===== config.mk =====
export PLATFORM = sky130hd
export DESIGN_NAME = crate_bridge
export DESIGN_NICKNAME = d
export VERILOG_FILES = /design/src/hw/crate_bridge_pkg.sv /design/src/hw/link_cmd_if.sv /design/src/hw/bridge_decode.sv /design/src/hw/bridge_issue.sv /design/src/hw/bridge_track.sv /design/src/hw/crate_bridge.sv
export SDC_FILE = /design/constraint.sdc
export NUM_CORES = 1
export LEC_CHECK = 0
export ABC_CLOCK_PERIOD_IN_PS = 12220
export BUFFER_PORTS_ARGS = -buffer_cell sky130_fd_sc_hd__buf_4
export CAP_MARGIN = 40
export CORE_ASPECT_RATIO = 0.6
export CORE_MARGIN = 2
export CORE_UTILIZATION = 52
export DETAILED_ROUTE_END_ITERATION = 6
export GPL_TIMING_DRIVEN = 0
export HOLD_SLACK_MARGIN = 0.15
export PLACE_DENSITY = 0.76
export SYNTH_ARGS = -nofsm -noshare
export SYNTH_HDL_FRONTEND = slang
export SYNTH_SLANG_ARGS = --single-unit
export TNS_END_PERCENT = 100

===== constraint.sdc =====
create_clock -name ps_clk -period 12.22 [get_ports ps_clk]
set_input_delay 1.222 -clock ps_clk [delete_from_list [all_inputs] [get_ports ps_clk]]
set_output_delay 1.222 -clock ps_clk [all_outputs]
set_load 0.02 [all_outputs]

===== src/hw/crate_bridge_pkg.sv =====
`default_nettype none

package crate_bridge_pkg;

    //////////////////////////////////////////////////
    // Sizes
    //////////////////////////////////////////////////

    // Link endpoints behind the bridge
    localparam int NUM_LINKS = 4;
    // Bits needed to name one link
    localparam int LINK_SEL_W = $clog2(NUM_LINKS);

    // Crate address, link select sits in the top bits
    localparam int CRATE_ADDR_W = 27;
    // Register address inside one link
    localparam int LINK_ADDR_W = 25;

    // Data and command word width
    localparam int DATA_W = 32;

    //////////////////////////////////////////////////
    // Command word layout
    //////////////////////////////////////////////////

    // Header: write flag on top, zero pad, register address below
    localparam int WRITE_FLAG_BIT = 31;
    // Zero bits between flag and address
    localparam int HDR_PAD_W = WRITE_FLAG_BIT - LINK_ADDR_W;

    //////////////////////////////////////////////////
    // Types
    //////////////////////////////////////////////////

    typedef logic [LINK_SEL_W-1:0]   link_id_t;
    typedef logic [NUM_LINKS-1:0]    link_mask_t;
    typedef logic [CRATE_ADDR_W-1:0] crate_addr_t;
    typedef logic [LINK_ADDR_W-1:0]  reg_addr_t;
    typedef logic [DATA_W-1:0]       data_t;

    // Link number from crate address bits 26:25
    function automatic link_id_t addr_link(input crate_addr_t addr);
        return addr[CRATE_ADDR_W-1 -: LINK_SEL_W];
    endfunction

    // Register address from crate address bits 24:0
    function automatic reg_addr_t addr_reg(input crate_addr_t addr);
        return addr[LINK_ADDR_W-1:0];
    endfunction

    // First word of a command
    function automatic data_t make_header(input logic write, input reg_addr_t addr);
        return {write, {HDR_PAD_W{1'b0}}, addr};
    endfunction

    // Second word of a command, reads carry zero
    function automatic data_t make_payload(input logic write, input data_t wdata);
        return write ? wdata : '0;
    endfunction

endpackage

`default_nettype wire


===== src/hw/link_cmd_if.sv =====
`timescale 1ns/1ps
`default_nettype none

// Decoded request, decode stage to issue stage
// Item holds still while valid is high
// Consumed in the cycle take is high
interface link_cmd_if;
    import crate_bridge_pkg::*;

    // Item present
    logic      valid;
    // Target link
    link_id_t  link;
    // Write when high, read when low
    logic      write;
    // Link was up at acceptance
    logic      link_ok;
    // Register address within the link
    reg_addr_t addr;
    // Write data, don't care for reads
    data_t     data;
    // Issue stage consumes the item
    logic      take;

    modport decode_mp (
        output valid,
        output link,
        output write,
        output link_ok,
        output addr,
        output data,
        input  take
    );

    modport issue_mp (
        input  valid,
        input  link,
        input  write,
        input  link_ok,
        input  addr,
        input  data,
        output take
    );

endinterface

`default_nettype wire


===== src/hw/bridge_decode.sv =====
`timescale 1ns/1ps
`default_nettype none

// First stage: request intake and link decode
module bridge_decode (
    input  wire logic                        ps_clk,
    input  wire logic                        arst_n_i,
    // Request side
    input  wire logic                        req_valid_i,
    input  wire logic                        req_write_i,
    input  wire crate_bridge_pkg::crate_addr_t req_addr_i,
    input  wire crate_bridge_pkg::data_t     req_wdata_i,
    output logic                             req_ready_o,
    // Per-link up status
    input  wire crate_bridge_pkg::link_mask_t link_up_i,
    // Response produced downstream
    input  wire logic                        done_i,
    // Decoded item to issue stage
    link_cmd_if.decode_mp                    cmd
);
    import crate_bridge_pkg::*;

    //////////////////////////////////////////////////
    // Acceptance
    //////////////////////////////////////////////////

    // One transaction in flight, from accept to done
    logic     pending;
    // Request taken this edge
    logic     accept;
    // Link picked by address top bits
    link_id_t sel_link;

    assign req_ready_o = ~pending;
    assign accept      = req_valid_i & ~pending;
    assign sel_link    = addr_link(req_addr_i);

    always_ff @(posedge ps_clk or negedge arst_n_i) begin
        if (!arst_n_i) begin
            pending   <= 1'b0;
            cmd.valid <= 1'b0;
        end else begin
            // Set on accept, dropped once response goes out
            if (accept) begin
                pending <= 1'b1;
            end else if (done_i) begin
                pending <= 1'b0;
            end
            // Item shown from next cycle until issue takes it
            if (accept) begin
                cmd.valid <= 1'b1;
            end else if (cmd.take) begin
                cmd.valid <= 1'b0;
            end
        end
    end

    //////////////////////////////////////////////////
    // Item fields
    //////////////////////////////////////////////////

    // Captured on the accepting edge, stable until take
    always_ff @(posedge ps_clk) begin
        if (accept) begin
            cmd.link    <= sel_link;
            cmd.write   <= req_write_i;
            cmd.addr    <= addr_reg(req_addr_i);
            cmd.data    <= req_wdata_i;
            // Link status sampled once, at acceptance
            cmd.link_ok <= link_up_i[sel_link];
        end
    end

endmodule

`default_nettype wire


===== src/hw/bridge_issue.sv =====
`timescale 1ns/1ps
`default_nettype none

// Second stage: credit tracking and command framing
module bridge_issue #(
    parameter int CREDIT_MAX = 4
) (
    input  wire logic                         ps_clk,
    input  wire logic                         arst_n_i,
    // One credit pulse per link
    input  wire crate_bridge_pkg::link_mask_t credit_i,
    // Decoded item from decode stage
    link_cmd_if.issue_mp                      cmd,
    // Command side
    output crate_bridge_pkg::link_mask_t      cmd_valid_o,
    output crate_bridge_pkg::data_t           cmd_data_o,
    output logic                              cmd_last_o,
    // To tracker
    output logic                              sent_o,
    output logic                              rejected_o,
    output crate_bridge_pkg::link_id_t        sent_link_o
);
    import crate_bridge_pkg::*;

    localparam int CNT_W = $clog2(CREDIT_MAX + 1);

    // Which word of the pair is next
    typedef enum logic {
        PH_HDR,
        PH_DAT
    } phase_t;

    //////////////////////////////////////////////////
    // Credit counters
    //////////////////////////////////////////////////

    logic [CNT_W-1:0] credit_cnt [NUM_LINKS];
    // Link has at least one credit
    link_mask_t       has_credit;

    for (genvar l = 0; l < NUM_LINKS; l++) begin : g_credit
        assign has_credit[l] = (credit_cnt[l] != '0);

        always_ff @(posedge ps_clk or negedge arst_n_i) begin
            if (!arst_n_i) begin
                credit_cnt[l] <= CNT_W'(CREDIT_MAX);
            end else if (credit_i[l] && !cmd_valid_o[l]) begin
                // Returned credit, held at the ceiling
                if (credit_cnt[l] != CNT_W'(CREDIT_MAX)) begin
                    credit_cnt[l] <= credit_cnt[l] + 1'b1;
                end
            end else if (cmd_valid_o[l] && !credit_i[l]) begin
                // Word out, never below zero since send needs credit
                credit_cnt[l] <= credit_cnt[l] - 1'b1;
            end
        end
    end

    //////////////////////////////////////////////////
    // Serializer
    //////////////////////////////////////////////////

    logic     busy;
    phase_t   phase;
    link_id_t cur_link;
    data_t    hdr_q;
    data_t    dat_q;
    // Current word leaves this cycle
    logic     can_send;

    // Only take a new item once the pair is out
    assign cmd.take = cmd.valid & ~busy;
    assign can_send = busy & has_credit[cur_link];

    assign cmd_valid_o = can_send ? link_mask_t'(1) << cur_link : '0;
    assign cmd_data_o  = (phase == PH_HDR) ? hdr_q : dat_q;
    assign cmd_last_o  = can_send & (phase == PH_DAT);
    // Last word leaving closes the command
    assign sent_o      = cmd_last_o;
    assign sent_link_o = cur_link;

    always_ff @(posedge ps_clk or negedge arst_n_i) begin
        if (!arst_n_i) begin
            busy       <= 1'b0;
            phase      <= PH_HDR;
            rejected_o <= 1'b0;
        end else begin
            rejected_o <= 1'b0;
            if (cmd.take) begin
                // Dead link, pass it on without sending
                if (cmd.link_ok) begin
                    busy  <= 1'b1;
                    phase <= PH_HDR;
                end else begin
                    rejected_o <= 1'b1;
                end
            end else if (can_send) begin
                if (phase == PH_HDR) begin
                    phase <= PH_DAT;
                end else begin
                    phase <= PH_HDR;
                    busy  <= 1'b0;
                end
            end
        end
    end

    // Words built once, when the item is taken
    always_ff @(posedge ps_clk) begin
        if (cmd.take) begin
            cur_link <= cmd.link;
            hdr_q    <= make_header(cmd.write, cmd.addr);
            dat_q    <= make_payload(cmd.write, cmd.data);
        end
    end

endmodule

`default_nettype wire


===== src/hw/bridge_track.sv =====
`timescale 1ns/1ps
`default_nettype none

// Third stage: reply matching, timeout and status flags
module bridge_track #(
    parameter int TIMEOUT_CYCLES = 64
) (
    input  wire logic                         ps_clk,
    input  wire logic                         arst_n_i,
    // From issue stage
    input  wire logic                         sent_i,
    input  wire logic                         rejected_i,
    input  wire crate_bridge_pkg::link_id_t   sent_link_i,
    // Reply side, always accepted
    input  wire logic                         rsp_valid_i,
    input  wire crate_bridge_pkg::link_id_t   rsp_link_i,
    input  wire crate_bridge_pkg::data_t      rsp_data_i,
    // Flag clear request
    input  wire logic                         clear_flags_i,
    // Back to decode stage
    output logic                              done_o,
    // Response side
    output logic                              resp_valid_o,
    output crate_bridge_pkg::data_t           resp_data_o,
    output logic                              resp_err_o,
    output crate_bridge_pkg::link_mask_t      timeout_flags_o,
    output crate_bridge_pkg::link_mask_t      invalid_flags_o
);
    import crate_bridge_pkg::*;

    localparam int TIMER_W = $clog2(TIMEOUT_CYCLES + 1);

    //////////////////////////////////////////////////
    // Outstanding command
    //////////////////////////////////////////////////

    logic               outstanding;
    link_id_t           out_link;
    logic [TIMER_W-1:0] timer;
    // Reply from the link we wait on
    logic               rsp_match;
    // Wait over, no reply
    logic               expired;
    // Per-link flag sets this cycle
    link_mask_t         set_timeout;
    link_mask_t         set_invalid;

    assign rsp_match = outstanding & rsp_valid_i & (rsp_link_i == out_link);
    // Loaded with 1 after last word, so expiry lands TIMEOUT_CYCLES later
    assign expired   = outstanding & ~rsp_match & (timer == TIMER_W'(TIMEOUT_CYCLES - 1));

    assign set_timeout = expired    ? link_mask_t'(1) << out_link    : '0;
    assign set_invalid = rejected_i ? link_mask_t'(1) << sent_link_i : '0;

    // Response pulse frees the decode stage
    assign done_o = resp_valid_o;

    always_ff @(posedge ps_clk or negedge arst_n_i) begin
        if (!arst_n_i) begin
            outstanding  <= 1'b0;
            timer        <= '0;
            resp_valid_o <= 1'b0;
            resp_err_o   <= 1'b0;
        end else begin
            resp_valid_o <= 1'b0;
            if (sent_i) begin
                // Start waiting
                outstanding <= 1'b1;
                timer       <= TIMER_W'(1);
            end else if (rsp_match) begin
                outstanding  <= 1'b0;
                resp_valid_o <= 1'b1;
                resp_err_o   <= 1'b0;
            end else if (expired) begin
                outstanding  <= 1'b0;
                resp_valid_o <= 1'b1;
                resp_err_o   <= 1'b1;
            end else if (rejected_i) begin
                // Dead link, answer at once
                resp_valid_o <= 1'b1;
                resp_err_o   <= 1'b1;
            end else if (outstanding) begin
                timer <= timer + 1'b1;
            end
        end
    end

    // Stray replies land here too but are never presented
    always_ff @(posedge ps_clk) begin
        if (sent_i) begin
            out_link <= sent_link_i;
        end
        // Errors carry zero data
        resp_data_o <= rsp_match ? rsp_data_i : '0;
    end

    //////////////////////////////////////////////////
    // Sticky flags
    //////////////////////////////////////////////////

    always_ff @(posedge ps_clk or negedge arst_n_i) begin
        if (!arst_n_i) begin
            timeout_flags_o <= '0;
            invalid_flags_o <= '0;
        end else if (clear_flags_i) begin
            // Clear wins over a same-cycle set
            timeout_flags_o <= '0;
            invalid_flags_o <= '0;
        end else begin
            timeout_flags_o <= timeout_flags_o | set_timeout;
            invalid_flags_o <= invalid_flags_o | set_invalid;
        end
    end

endmodule

`default_nettype wire


===== src/hw/crate_bridge.sv =====
`timescale 1ns/1ps
`default_nettype none

// Crate register bridge, request in, two-word command out per link
module crate_bridge #(
    parameter int CREDIT_MAX     = 4,
    parameter int TIMEOUT_CYCLES = 64
) (
    input  wire logic                          ps_clk,
    input  wire logic                          arst_n_i,
    // Requests from processor side
    input  wire logic                          req_valid_i,
    input  wire logic                          req_write_i,
    input  wire crate_bridge_pkg::crate_addr_t req_addr_i,
    input  wire crate_bridge_pkg::data_t       req_wdata_i,
    output logic                               req_ready_o,
    // Link status and credits
    input  wire crate_bridge_pkg::link_mask_t  link_up_i,
    input  wire crate_bridge_pkg::link_mask_t  credit_i,
    // Commands to endpoints
    output crate_bridge_pkg::link_mask_t       cmd_valid_o,
    output crate_bridge_pkg::data_t            cmd_data_o,
    output logic                               cmd_last_o,
    // Replies from endpoints
    input  wire logic                          rsp_valid_i,
    input  wire crate_bridge_pkg::link_id_t    rsp_link_i,
    input  wire crate_bridge_pkg::data_t       rsp_data_i,
    // Responses and status
    output logic                               resp_valid_o,
    output crate_bridge_pkg::data_t            resp_data_o,
    output logic                               resp_err_o,
    output crate_bridge_pkg::link_mask_t       timeout_flags_o,
    output crate_bridge_pkg::link_mask_t       invalid_flags_o,
    input  wire logic                          clear_flags_i
);
    import crate_bridge_pkg::*;

    //////////////////////////////////////////////////
    // Stage links
    //////////////////////////////////////////////////

    // Decode to issue
    link_cmd_if u_cmd_if ();

    // Issue to track
    logic     sent;
    logic     rejected;
    link_id_t sent_link;
    // Track to decode
    logic     done;

    bridge_decode u_decode (
        .ps_clk      (ps_clk),
        .arst_n_i    (arst_n_i),
        .req_valid_i (req_valid_i),
        .req_write_i (req_write_i),
        .req_addr_i  (req_addr_i),
        .req_wdata_i (req_wdata_i),
        .req_ready_o (req_ready_o),
        .link_up_i   (link_up_i),
        .done_i      (done),
        .cmd         (u_cmd_if.decode_mp)
    );

    bridge_issue #(
        .CREDIT_MAX (CREDIT_MAX)
    ) u_issue (
        .ps_clk      (ps_clk),
        .arst_n_i    (arst_n_i),
        .credit_i    (credit_i),
        .cmd         (u_cmd_if.issue_mp),
        .cmd_valid_o (cmd_valid_o),
        .cmd_data_o  (cmd_data_o),
        .cmd_last_o  (cmd_last_o),
        .sent_o      (sent),
        .rejected_o  (rejected),
        .sent_link_o (sent_link)
    );

    bridge_track #(
        .TIMEOUT_CYCLES (TIMEOUT_CYCLES)
    ) u_track (
        .ps_clk          (ps_clk),
        .arst_n_i        (arst_n_i),
        .sent_i          (sent),
        .rejected_i      (rejected),
        .sent_link_i     (sent_link),
        .rsp_valid_i     (rsp_valid_i),
        .rsp_link_i      (rsp_link_i),
        .rsp_data_i      (rsp_data_i),
        .clear_flags_i   (clear_flags_i),
        .done_o          (done),
        .resp_valid_o    (resp_valid_o),
        .resp_data_o     (resp_data_o),
        .resp_err_o      (resp_err_o),
        .timeout_flags_o (timeout_flags_o),
        .invalid_flags_o (invalid_flags_o)
    );

endmodule

`default_nettype wire


# After elaboration in Yosys (flattened, before gate mapping)
# Cells that the tools add are included.
# classes
mux,51
n_shift,2
bitwise,14
n_eq_ne,14
n_reduce_logical,39
order_cmp,2
n_addsub,9
# op_table
op,n
3-bit two-way mux,12
7-bit two-way mux,5
32-bit two-way mux,1
1-bit two-way mux,26
4-bit two-way mux,5
2-bit nonzero test,9
3-bit nonzero test,6
2-bit != test (second input constant),7
3-bit by 1-bit adder with 3-bit output (second input constant),4
3-bit != test (second input constant),4
2-bit AND reduction,6
3-bit by 1-bit subtractor with 3-bit output (second input constant),4
1-bit bitwise AND,8
1-bit logical AND,8
1-bit logical NOT,8
4-bit bitwise OR,2
1-bit by 2-bit left shift with 4-bit output (first input constant),2
7-bit by 1-bit adder with 7-bit output (second input constant),1
7-bit by 6-bit == test with 1-bit output (second input constant),1
2-bit by 3-bit less-than comparator with 1-bit output (second input constant),2
1-bit binary-select mux with 2-bit select,2
1-bit inverter,4
4-bit AND reduction,1
3-bit AND reduction,1
2 further kinds,2
# word_totals
regBits,190
inputBits,107
output_inout_bits,80

# Longest topological paths before layout
# depth
word_depth,9
mapped_depth,9
depth_no_buf,8

# Hierarchy
# From an unflattened synthesis, not the netlist that was laid out.
# unflattened
hier_cells,492
hier_area_um2,7339.5
# by_module_without_submodules
module,seq_area_each_um2,area_each_um2,cells_per_inst,instances
bridge_issue,2182.1,3519.6,257,1
bridge_decode,1881.8,1931.9,70,1
bridge_track,1151.1,1888.1,165,1

# Worst setup path after synthesis
# Ideal clock, no wire load.
# synth_timing
path_type,input-to-reg
startpoint,input port req_valid_i
endpoint,"register u_decode.cmd.addr[0], enable pin"
arrival_time_ns,3.963
path_buffers,0
slack_ns,7.767
cell_stages,1
path_cell_list,nor2b_1
# synth_between
elab_chain_cells,1
# synth_rtl
item,line,text
start: declaration,crate_bridge.sv:12,"input wire logic req_valid_i,"
1-bit bitwise AND,bridge_decode.sv:35,assign accept = req_valid_i & ~pending;
end signal: assignment,bridge_decode.sv:67,cmd.addr <= addr_reg(req_addr_i);
end: declaration,link_cmd_if.sv:30,"output addr,"
# No other way between the ends.
# A chain may end at the register's enable or synchronous reset.

# Final worst setup path
# layout_timing
startpoint,register u_issue.credit_cnt[11] in the netlist's numbering
endpoint,output port cmd_last_o
# layout_between
elab_chain_cells,5
# layout_rtl
item,line,text
start: declaration,bridge_issue.sv:37,logic [CNT_W-1:0] credit_cnt [NUM_LINKS];
start signal: indexed assignment,bridge_issue.sv:46,credit_cnt[l] <= CNT_W'(CREDIT_MAX);
start signal: indexed assignment,bridge_issue.sv:50,credit_cnt[l] <= credit_cnt[l] + 1'b1;
start signal: indexed assignment,bridge_issue.sv:54,credit_cnt[l] <= credit_cnt[l] - 1'b1;
3-bit nonzero test,bridge_issue.sv:42,assign has_credit[l] = (credit_cnt[l] != '0);
1-bit binary-select mux with 2-bit select,bridge_issue.sv:73,assign can_send = busy & has_credit[cur_link];
1-bit two-way mux (not written as such),bridge_issue.sv:73,
1-bit bitwise AND,bridge_issue.sv:73,
1-bit bitwise AND,bridge_issue.sv:77,assign cmd_last_o = can_send & (phase == PH_DAT);
end: declaration,crate_bridge.sv:23,"output logic cmd_last_o,"
# No other way between the ends. The select of a mux whose other input is x is not followed.

==> flow_summary_export.csv <==
group,metric,value,unit
floorplanning,start_util,53.3,%
setup_path,rr_endpoint,"u_issue.credit_cnt[2]",
final_layout,reg_top3,"u_decode.cmd.data (32), u_issue.dat_q (32), u_track.resp_data_o (32)",
sta,rsz0062_at_grt,"no",
synth,avgSynthCellArea,14.7,sq um
power_and_ir_drop,p_total,2.15,mW
floorplanning,dieArea,0.0150,sq mm
drt,num_vias,4709,
clock_network,cts_made_buffers,17,
synth,synth_edf_count,123,
final_layout,area_growth,31.5,%
power_and_ir_drop,p_int,1.44,mW
sta,tightest_slew,621,ps
floorplanning,io_pins,187,
hold_path,hp-class,"reg2reg",
synth,synth_largest_area_cell,"edfxtp_1",
sta,slew_headroom,58.3,%
setup_path,cp_top_family,"buffers and inverters",
setup_path,arrival,2330,ps
setup_path,cp.depth,6,
sta,setup_tns,0,ps
grt,grt_pass1_vias,4754,
synth,async_flop_share,18.4,%
synth,synthCells,494,
floorplanning,placementRows,33,
sta,fin_worst_skew,12.6,ps
setup_path,crit_fanout,11,
clock_network,post_cts_buffers,0,
synth,synth_nets,606,
placed_design,placedInstanceArea,0.00899,sq mm
drt,drt-wirelength-per-cell,17.3,um
clock_network,cts_hold_buf,0,
power_and_ir_drop,p_per_area,225,mW/mm^2
sta,period_share,29.1,%
grt,grt_max_degree,36,
run,maxCapViolations,0,
floorplanning,die_h,95.6,um
floorplanning,coreArea,0.0137,sq mm
placed_design,place.gp.congestion,0.851,
synth,synth_warnings,0,
final_layout,post-route-util,70.0,%
drt,drt-vias-per-instance,5.20,
drt,drt_iter0_markers,267,
synth,ys_seq_elements,190,
grt,antenna_found_initial,0,
drt,first_pass_iters,5,
setup_path,r2r_cells,6,
synth,synth_cell_types,63,
placed_design,dpl.hpwl,11400,um
power_and_ir_drop,pwr-share-clk,24.6,%
setup_path,crit_path_end,"cmd_last_o",
final_layout,fillCellCount,950,
setup_path,setup.worst_path.start,"u_issue.credit_cnt[11]",
clock_network,ctsResizeCount,0,
final_layout,nets,812,
clock_network,cts_num_sinks,190,
final_layout,layout-drive-gt1-share,37.4,%
setup_path,crit_type,"reg2out",
power_and_ir_drop,p_comb_share,31.9,%
power_and_ir_drop,peakVddDrop,106,uV
power_and_ir_drop,swShare,33.3,%
grt,grt_pass1_wl,24400,um
drt,ant_nets,0,
setup_path,crit_buf_inv,3,
final_layout,final_common_cell,"buf_4",
setup_path,rr_startpoint,"u_issue.credit_cnt[0]",
synth,syn_area,0.00728,sq mm
power_and_ir_drop,p_leak,3.91,nW
final_layout,area.sequential,0.00522,sq mm
sta,slew_viol_final,0,
synth,ys.flop_type,"edfxtp_1",
status,status,"complete, no violations",
setup_path,cpPeakStageDelay,510,ps
synth,netlist.area_leader.share,50.7,%
synth,synth_area_leaders,"edfxtp_1 51%, dfrtp_1 11%, dfxtp_1 8.8%, and2_1 6.3%, mux2_2 4.3%",
final_layout,diodes,0,
sta,maxClockFrequency,281,MHz
clock_network,insertion_delay,420,ps
grt,grt_use_total,21.6,%
floorplanning,die-width,157,um
final_layout,fin_area,0.00957,sq mm
setup_path,path_cells,"clkbuf_1 > nor3_1 > a22o_1 > or3_4 > inv_2 > buf_4",
final_layout,final_cell_mix,"184 x buf_4, 123 x edfxtp_1, 73 x and2_1",
setup_path,cp-end-kind,"primary output",
drt,post-route-drc-count,0,
setup_path,regToRegSetupSlack,9770,ps
setup_path,required,11000,ps
power_and_ir_drop,switchingPower,0.715,mW
placed_design,portBuffers,183,
clock_network,ctsRootBufferMaster,"clkbuf_16",
sta,fin_crit,3550,ps
clock_network,path_clk_slew,70,ps
setup_path,slowest_stage,"dfstp_2",
clock_network,cts_tree,"yes",
sta,setup_viol,0,
grt,gr-total-overflow,0,
power_and_ir_drop,p_seq_share,43.5,%
sta,finalHoldViolCount,0,
synth,ys_seq_area_share,71.7,%
setup_path,start_kind,"flop",
clock_network,clockBufferDepth,2,
final_layout,multiInputGateArea,0.00192,sq mm
clock_network,htreeDepth,4,
drt,drt-total-wl,15600,um
## worst min-delay path by stage
| stage | cells past startpoint | startpoint | endpoint |
|---|---|---|---|
| final | 0 | u_decode.cmd.addr[15] | u_issue.hdr_q[15] |
| after global placement | 0 | u_decode.cmd.addr[13] | u_issue.hdr_q[13] |
| after floorplan | 0 | u_decode.cmd.addr[0] | u_issue.hdr_q[0] |
| after detailed placement | 0 | u_decode.cmd.addr[20] | u_issue.hdr_q[20] |
| after global routing | 0 | u_decode.cmd.addr[15] | u_issue.hdr_q[15] |
| after CTS | 0 | u_decode.cmd.addr[18] | u_issue.hdr_q[18] |
## metal layers
layer / track usage [%] / share of wire, % / vias up
met5: 0 / 0 / -
met4: 5.05 / 0.90 / 0
met3: 6.14 / 6.9 / 17
met2: 35.7 / 49 / 191
met1: 28.5 / 43 / 2278
li1: - / - / 2223
## synthesized netlist by cell type, types with 2 or more instances
| cell | number |
|---|---|
| edfxtp_1 | 123 |
| and2_1 | 73 |
| dfxtp_1 | 32 |
| dfrtp_1 | 31 |
| mux2_2 | 28 |
| nor2_1 | 19 |
| a21oi_1 | 18 |
| inv_1 | 16 |
| o21ai_0 | 13 |
| clkbuf_1 | 11 |
| nand2_1 | 10 |
| a211oi_1 | 6 |
| nor2b_1 | 6 |
| nor3_1 | 6 |
| mux2i_1 | 5 |
| nand3_1 | 5 |
| o22ai_1 | 5 |
| xnor2_1 | 5 |
| a41oi_1 | 4 |
| buf_1 | 4 |
| dfstp_2 | 4 |
| fa_1 | 4 |
| o31ai_1 | 4 |
| or4_1 | 4 |
| a21o_1 | 3 |
| buf_2 | 3 |
| nand2b_1 | 3 |
| nor4_1 | 3 |
| o211ai_1 | 3 |
| or3_1 | 3 |
| a221oi_1 | 2 |
| a2bb2o_1 | 2 |
| a311oi_1 | 2 |
| a31oi_1 | 2 |
| and2b_1 | 2 |
| nand4_1 | 2 |
| or3_4 | 2 |
## cells by family after synthesis
logic type	after synthesis	synth area share [%]
compound gates	73	6.67
xor+xnor	6	0.722
fa+ha+maj	5	1.27
buf+inv	37	2.11
flops	190	71.7
mux	34	5.33
simple gates	149	12.2
## metrics by stage
| stage | worst slack [ps] | cells | hold WS, ps |
|---|---|---|---|
| final | 8670 | 905 | 415 |
| after global routing | 8520 | 905 | 428 |
| after CTS | 8650 | 905 | 414 |
| after detailed placement | 9110 | 873 | 405 |
| after global placement | 6400 | 869 | 401 |
| after floorplan | 7770 | 494 | 400 |
## layout make-up
type / instances / share of cell area, %
multi-input cells: 267 / 20.1
repair buffers: 187 / 15.3
flip-flops and latches: 190 / 54.5
clock inverters: 15 / 1.57
inverters: 17 / 0.667
plain buffers: 20 / 0.941
well taps: 192 / 2.51
clock buffers: 17 / 4.45
## worst reg2reg max path, stage by stage (launching register included)
cell and delay [ps]:
dfrtp_1 470, nor3_1 550, o21ai_0 290, fa_1 490
o2111ai_1 120, o31ai_1 110, a221oi_1 330
## power groups by stage
stage,Clock [mW],Sequential [mW],Combinational (mW)
global placement,0,0.951,0.630
CTS,0.541,0.935,0.690
finish,0.529,0.936,0.686
global route,0.568,0.952,0.745
floorplan,0,0.952,0.408
detailed placement,0,0.949,0.684
Power figures use the tool's default switching activity.
